### config.mk
export PLATFORM = sky130hd
export DESIGN_NAME = zx_top
export DESIGN_NICKNAME = d
export VERILOG_FILES = /design/src/common/zx_pkg.sv /design/src/zports/port_decode.sv /design/src/zports/port_regs.sv /design/src/logic/mem_pager.sv /design/src/logic/zint.sv /design/src/logic/zx_top.sv
export VERILOG_INCLUDE_DIRS = /design/src /design/src/common
export SDC_FILE = /design/constraint.sdc
export NUM_CORES = 1
export LEC_CHECK = 0
export ABC_CLOCK_PERIOD_IN_PS = 1850
export BUFFER_PORTS_ARGS = -buffer_cell sky130_fd_sc_hd__buf_2
export CAP_MARGIN = 20
export CORE_UTILIZATION = 45
export DETAILED_ROUTE_END_ITERATION = 8
export PLACE_DENSITY = 0.77
export SYNTH_ARGS = -nofsm -noshare
export SYNTH_HDL_FRONTEND = slang
export SYNTH_SLANG_ARGS = --single-unit
### constraint.sdc
create_clock -name fclk -period 1.85 [get_ports fclk]
set_clock_uncertainty 0.1 [all_clocks]
set_input_delay 0.0925 -clock fclk [delete_from_list [all_inputs] [get_ports fclk]]
set_output_delay 0.0925 -clock fclk [all_outputs]
set_load 0.1 [all_outputs]
### src/common/zx_defines.svh
`ifndef ZX_DEFINES_SVH
`define ZX_DEFINES_SVH

////////////////////
// port decode
////////////////////

// #FE answers on every even address
`define ZX_FE_ABIT 0

// #7FFD partial decode, a15 and a1 low with a0 high
`define ZX_7FFD_AHI 15
`define ZX_7FFD_ALO 1

// #FE data fields
`define ZX_FE_BEEP_BIT 4

// #7FFD data fields
`define ZX_SCR_BIT 3
`define ZX_ROM_BIT 4
`define ZX_LOCK_BIT 5

////////////////////
// memory windows
////////////////////

// a15:a14 selects one of four 16k windows
`define ZX_WIN0 2'd0
`define ZX_WIN1 2'd1
`define ZX_WIN2 2'd2
`define ZX_WIN3 2'd3

// fixed ram pages in the middle windows
`define ZX_RAM_WIN1 3'd5
`define ZX_RAM_WIN2 3'd2

////////////////////
// interrupt timing
////////////////////

// fclk cycles per frame, shortened for simulation
`define ZX_FRAME_LEN 200

// longest int_n low time without acknowledge
`define ZX_INT_LEN 32

`endif

### src/common/zx_pkg.sv
`include "zx_defines.svh"

package zx_pkg;

	// z80 bus
	typedef logic [15:0] zaddr_t;
	typedef logic [7:0] zdata_t;

	// 128k layout, eight ram pages
	typedef logic [2:0] ram_page_t;

	// border colour from #FE
	typedef logic [2:0] border_t;

	// frame position, 0 to ZX_FRAME_LEN-1
	typedef logic [$clog2(`ZX_FRAME_LEN)-1:0] frame_cnt_t;

	// interrupt generator FSM
	typedef enum logic [0:0]
	{
		INT_IDLE,
		INT_ACTIVE
	} int_state_t;

endpackage

### src/zports/port_decode.sv
`timescale 1ns/1ps
`include "zx_defines.svh"

module port_decode import zx_pkg::*;
(
	input  logic   fclk,
	input  logic   arst_n,

	input  zaddr_t a,
	input  logic   iorq_n,
	input  logic   wr_n,
	input  logic   m1_n,

	output logic   wr_fe,
	output logic   wr_7ffd
);

	logic io_wr;
	logic io_wr_q;
	logic io_wr_start;
	logic hit_fe;
	logic hit_7ffd;

	////////////////////
	// bus cycle
	////////////////////

	// m1 low with iorq is an int ack and no write
	assign io_wr = !iorq_n && !wr_n && m1_n;

	always_ff @(posedge fclk or negedge arst_n)
	begin
		if (!arst_n)
			io_wr_q <= 1'b0;
		else
			io_wr_q <= io_wr;
	end

	// first cycle of the write only
	assign io_wr_start = io_wr && !io_wr_q;

	////////////////////
	// address decode
	////////////////////

	// pentagon style partial decode
	assign hit_fe = !a[`ZX_FE_ABIT];

	assign hit_7ffd = !a[`ZX_7FFD_AHI] && !a[`ZX_7FFD_ALO] && a[`ZX_FE_ABIT];

	assign wr_fe = io_wr_start && hit_fe;

	assign wr_7ffd = io_wr_start && hit_7ffd;

	// never both ports in one cycle
	a_one_port: assert property (@(posedge fclk) disable iff (!arst_n)
		!(wr_fe && wr_7ffd));

endmodule

### src/zports/port_regs.sv
`timescale 1ns/1ps
`include "zx_defines.svh"

module port_regs import zx_pkg::*;
(
	input  logic    fclk,
	input  logic    arst_n,

	input  zdata_t  d,
	input  logic    wr_fe,
	input  logic    wr_7ffd,

	output border_t border,
	output logic    beep,
	output zdata_t  p7ffd
);

	logic locked;

	// lock bit sticks until reset
	assign locked = p7ffd[`ZX_LOCK_BIT];

	////////////////////
	// port #FE
	////////////////////

	always_ff @(posedge fclk or negedge arst_n)
	begin
		if (!arst_n)
		begin
			border <= '0;
			beep <= 1'b0;
		end
		else if (wr_fe)
		begin
			// d[3] is tape out and not kept here
			border <= d[2:0];
			beep <= d[`ZX_FE_BEEP_BIT];
		end
	end

	////////////////////
	// port #7FFD
	////////////////////

	// pager picks the fields from the whole byte
	always_ff @(posedge fclk or negedge arst_n)
	begin
		if (!arst_n)
			p7ffd <= '0;
		else if (wr_7ffd && !locked)
			p7ffd <= d;
	end

	// paging is frozen once locked
	a_lock_holds: assert property (@(posedge fclk) disable iff (!arst_n)
		locked |=> $stable(p7ffd));

endmodule

### src/logic/mem_pager.sv
`timescale 1ns/1ps
`include "zx_defines.svh"

module mem_pager import zx_pkg::*;
(
	input  zaddr_t    a,
	input  logic      mreq_n,
	input  logic      rd_n,
	input  zdata_t    p7ffd,

	output logic      csrom,
	output logic      romoe_n,
	output logic      rom_page,
	output ram_page_t ram_page,
	output logic      scr_page
);

	logic [1:0] win;
	logic       win_rom;

	// top two address bits pick the window
	assign win = a[15:14];

	assign win_rom = (win == `ZX_WIN0);

	////////////////////
	// rom side
	////////////////////

	assign csrom = !mreq_n && win_rom;

	assign romoe_n = !(csrom && !rd_n);

	// 128 basic or 48 basic
	assign rom_page = p7ffd[`ZX_ROM_BIT];

	////////////////////
	// ram side
	////////////////////

	always_comb
	begin
		case (win)
			`ZX_WIN1: ram_page = `ZX_RAM_WIN1;
			`ZX_WIN2: ram_page = `ZX_RAM_WIN2;
			// upper window follows #7FFD
			`ZX_WIN3: ram_page = p7ffd[2:0];
			// rom window, no ram page
			default: ram_page = '0;
		endcase
	end

	// normal or shadow screen, page 5 or 7
	assign scr_page = p7ffd[`ZX_SCR_BIT];

endmodule

### src/logic/zint.sv
`timescale 1ns/1ps
`include "zx_defines.svh"

module zint import zx_pkg::*;
(
	input  logic fclk,
	input  logic arst_n,

	input  logic iorq_n,
	input  logic m1_n,

	output logic int_n
);

	localparam int LEN_W = $clog2(`ZX_INT_LEN);

	frame_cnt_t       frame_cnt;
	logic             frame_end;
	int_state_t       state;
	logic [LEN_W-1:0] len_cnt;
	logic             int_ack;
	logic             len_done;

	////////////////////
	// frame counter
	////////////////////

	assign frame_end = (frame_cnt == frame_cnt_t'(`ZX_FRAME_LEN - 1));

	always_ff @(posedge fclk or negedge arst_n)
	begin
		if (!arst_n)
			frame_cnt <= '0;
		else if (frame_end)
			frame_cnt <= '0;
		else
			frame_cnt <= frame_cnt + 1'b1;
	end

	////////////////////
	// int FSM
	////////////////////

	// m1 with iorq is the cpu taking the interrupt
	assign int_ack = !iorq_n && !m1_n;

	assign len_done = (len_cnt == LEN_W'(`ZX_INT_LEN - 1));

	always_ff @(posedge fclk or negedge arst_n)
	begin
		if (!arst_n)
		begin
			state <= INT_IDLE;
			len_cnt <= '0;
		end
		else
		begin
			case (state)
				INT_IDLE:
				begin
					len_cnt <= '0;
					if (frame_end)
						state <= INT_ACTIVE;
				end
				INT_ACTIVE:
				begin
					len_cnt <= len_cnt + 1'b1;
					// released by ack or timeout, whichever first
					if (int_ack || len_done)
						state <= INT_IDLE;
				end
				default: state <= INT_IDLE;
			endcase
		end
	end

	assign int_n = (state != INT_ACTIVE);

	// int_n low for at most ZX_INT_LEN cycles
	a_int_len: assert property (@(posedge fclk) disable iff (!arst_n)
		$fell(int_n) |-> ##[1:`ZX_INT_LEN] int_n);

endmodule

### src/logic/zx_top.sv
`timescale 1ns/1ps

module zx_top import zx_pkg::*;
(
	input  logic      fclk,
	input  logic      arst_n,

	// z80
	input  logic      iorq_n,
	input  logic      mreq_n,
	input  logic      rd_n,
	input  logic      wr_n,
	input  logic      m1_n,
	input  zaddr_t    a,
	input  zdata_t    d,
	output logic      int_n,

	// rom and ram paging
	output logic      csrom,
	output logic      romoe_n,
	output logic      rom_page,
	output ram_page_t ram_page,
	output logic      scr_page,

	// #FE outputs
	output logic      beep,
	output border_t   border
);

	logic   wr_fe;
	logic   wr_7ffd;
	zdata_t p7ffd;

	////////////////////
	// io ports
	////////////////////

	port_decode port_decode
	(
		.fclk    (fclk),
		.arst_n  (arst_n),
		.a       (a),
		.iorq_n  (iorq_n),
		.wr_n    (wr_n),
		.m1_n    (m1_n),
		.wr_fe   (wr_fe),
		.wr_7ffd (wr_7ffd)
	);

	port_regs port_regs
	(
		.fclk    (fclk),
		.arst_n  (arst_n),
		.d       (d),
		.wr_fe   (wr_fe),
		.wr_7ffd (wr_7ffd),
		.border  (border),
		.beep    (beep),
		.p7ffd   (p7ffd)
	);

	////////////////////
	// memory map
	////////////////////

	mem_pager mem_pager
	(
		.a        (a),
		.mreq_n   (mreq_n),
		.rd_n     (rd_n),
		.p7ffd    (p7ffd),
		.csrom    (csrom),
		.romoe_n  (romoe_n),
		.rom_page (rom_page),
		.ram_page (ram_page),
		.scr_page (scr_page)
	);

	////////////////////
	// frame interrupt
	////////////////////

	zint zint
	(
		.fclk   (fclk),
		.arst_n (arst_n),
		.iorq_n (iorq_n),
		.m1_n   (m1_n),
		.int_n  (int_n)
	);

endmodule

==> qor.txt <==
maximum level of the CTS H-tree - 1
maximum clock frequency - 0.591 GHz
Cell Rows - 17
Ant. Diodes - 0
library cell with the highest instance count after synthesis - sky130_fd_sc_hd__dfrtp_1
worst endpoint data arrival time - 1.78 ns
list of most frequent post-synthesis cells - 25 x sky130_fd_sc_hd__dfrtp_1, 10 x sky130_fd_sc_hd__nor2_1, 5 x sky130_fd_sc_hd__inv_1, 5 x sky130_fd_sc_hd__mux2_4
layout overhead on the synthesized area - 27.7%
violation count after the first detailed-routing iteration - 6
run status - finished, final reports clean
synthesized netlist cell count - 91
share of final-layout standard cells stronger than drive strength 1 - 0.351
most area-hungry cell type in the Yosys netlist - sky130_fd_sc_hd__dfrtp_1
post-route antenna net violation count - 0
library cell used as clock root buffer - sky130_fd_sc_hd__clkbuf_4
wire length of the first global-routing pass - 3.59 mm
Routed WL per cell - 12.9 um
total via count after detailed routing - 800
period utilisation layout - 0.915
setup violation total in the final timing report - 0
CP Max Fanout - 6
pin slew with the least headroom to its limit - 0.551 ns
Slew Viols, Final - 0
Seq/Total Area, Yosys - 0.563
worst hold slack - 0.0459 ns
Post-route DRC - 0
normalized max-slew margin - 0.632
Global Route Usage Sum - 0.185
total core area - 0.00228 mm2
area share of the largest cell type after synthesis - 0.563
number of library cell types mapped by synthesis - 27
average vias per placed instance - 5.03
number of enable-type register cells in the synthesized netlist - 0
maximum vdd ir drop - 0.702 mV
CTS tree - yes
Hold WC Path Type - in -> reg
placed insts - 146
CP Launch Type - register
TritonCTS Buffers - 3
Die Outline Area - 0.00267 mm2
number of antenna violations at the first check in global routing - 0
unrepaired setup endpoints after global routing - no
count of maximum capacitance violations - 0
Fill cells - 167
most used flip-flop cell after synthesis - sky130_fd_sc_hd__dfrtp_1
Synth area leaders - sky130_fd_sc_hd__dfrtp_1 56%, sky130_fd_sc_hd__mux2_4 6.8%, sky130_fd_sc_hd__mux2_2 4.1%
Congestion Overflow GR - 0
kind of critical path - reg -> reg
required time at the worst-slack endpoint - 1.94 ns
number of global-route vias before repair - 843
number of standard cells in the layout, taps in and fillers out - 159
die height - 51.7 um
pin count of the biggest net entering global routing - 26
total of flip-flops plus latches after synthesis - 25
power density normalized to cell area - 904 mW/mm2
share of synthesized flip-flops with an asynchronous set or reset - 1.00
synth warn - 0
Final #Nets - 166
Syn Nets - 125
clk sinks - 25
number of failing hold endpoints at the final stage - 0
clock slew at the register clock pins of the worst setup and hold paths - 0.13 ns
Leak Pwr - 0.713 nW
initial core utilization - 0.488
average footprint of a synthesized cell - 12.2 um2
clock latency reported for the late side of the worst-skew pair - 0.30 ns
global placer's final weighted congestion - 0.756
total of buffers placed on input and output ports - 28
half-perimeter wire length after placement - 1.45 mm
final critical-path required period - 1.69 ns
worst-case clock buffer depth - 2
combined area of all synthesized cells - 0.00111 mm2
Pre-antenna DRT Iters - 4
chip width - 51.7 um
top-level I/O count - 43
endpoint class of the critical path - register
total routed wirelength - 2.06 mm
==> cell usage in the layout (no fill, tap or decap), types with 2 or more instances in the layout <==
cell and n:
sky130_fd_sc_hd__nand2_1 4, sky130_fd_sc_hd__mux2_4 5, sky130_fd_sc_hd__buf_2 27, sky130_fd_sc_hd__a21boi_2 3, sky130_fd_sc_hd__dlygate4sd3_1 8, sky130_fd_sc_hd__dfrtp_1 25, sky130_fd_sc_hd__nand2b_1 3, sky130_fd_sc_hd__inv_1 5
sky130_fd_sc_hd__xnor2_1 2, sky130_fd_sc_hd__clkbuf_4 3, sky130_fd_sc_hd__ha_1 3, sky130_fd_sc_hd__xor2_1 4, sky130_fd_sc_hd__nor2_1 10, sky130_fd_sc_hd__nand4_1 2, sky130_fd_sc_hd__a31oi_1 2, sky130_fd_sc_hd__and2_1 4
sky130_fd_sc_hd__mux2_2 4, sky130_fd_sc_hd__nand3_1 3
==> metrics by stage <==
stage	area (um2)	util	setup slack, ns	setup TNS, ns	power (W)
final	1420	0.623	0.158	0	0.00128
after global routing	1420	0.623	0.0645	0	0.00134
after CTS	1410	0.621	0.0137	0	0.00129
after detailed placement	1300	0.570	0.190	0	0.00105
after global placement	1300	0.570	0.216	0	0.00104
after floorplan	1130	-	-0.0729	-0.0729	0.000969
==> worst paths after layout <==
path,start,end,slack [ns],cells past startpoint
worst max register to register,port_decode.io_wr_q,port_regs.p7ffd[0],0.16,3
worst max-delay path,port_decode.io_wr_q,port_regs.p7ffd[0],0.16,3
worst min register to register,zint.frame_cnt[0],zint.frame_cnt[0],0.37,1
worst min-delay path,a[1],port_regs.p7ffd[5],0.05,3
min in group asynchronous,arst_n,port_decode.io_wr_q,0.19,2
max in group asynchronous,arst_n,zint.frame_cnt[2],1.08,2
==> repair_timing <==
item / 4_1_cts / 5_1_grt
gates resized for setup: 0 / 1
endpoints found under the setup margin: 0 / 5
hold buffers: 9 / 0
setup buffers: 0 / 1
hold endpoints to repair: 36 / 0
==> critical path, cell delays in order, from the launching register on <==
cell and delay (ns):
sky130_fd_sc_hd__dfrtp_1 0.37, sky130_fd_sc_hd__nand2b_1 0.15, sky130_fd_sc_hd__or4_4 0.62, sky130_fd_sc_hd__mux2_4 0.33
==> state kept, by name (all words and copies together), names as in the netlist <==
register             flops
zint.state               1
port_regs.beep           1
port_regs.border         3
port_regs.p7ffd          6
zint.frame_cnt           8
port_decode.io_wr_q      1
zint.len_cnt             5
==> kinds of logic after synthesis <==
| family | share of synthesized area |
|---|---|
| DFF | 0.563 |
| xor gates and xnor gates | 0.0473 |
| muxes | 0.117 |
| AOI/OAI and AO/OA | 0.0540 |
| buffers and inverters | 0.0270 |
| adders and majority gates | 0.0338 |
| and+or+nand+nor | 0.158 |
==> per-layer routing <==
metal  share of wire  vias to the layer above  GRT usage
li1                -                      393          -
met1            0.43                      379      0.202
met2            0.51                       26      0.351
met3           0.048                        2     0.0322
met4          0.0078                        0     0.0721
met5               0                        -          0
==> power by group <==
part           leakage (nW)  total, W  switching (W)  internal [W]
registers             0.320  0.000617      0.0000254      0.000592
clock network        0.0150  0.000228       0.000144     0.0000839
logic                 0.378  0.000437       0.000334      0.000103
total                 0.713   0.00128       0.000503      0.000779
==> layout make-up <==
cell class	count	area (um2)	area share
clock buffers	4	26.3	0.0185
inverters	5	18.8	0.0132
multi-input cells	60	478	0.337
flip-flops and latches	25	626	0.441
well taps	28	35.0	0.0247
repair buffers	37	235	0.166
(Power assumes the default switching activity.)
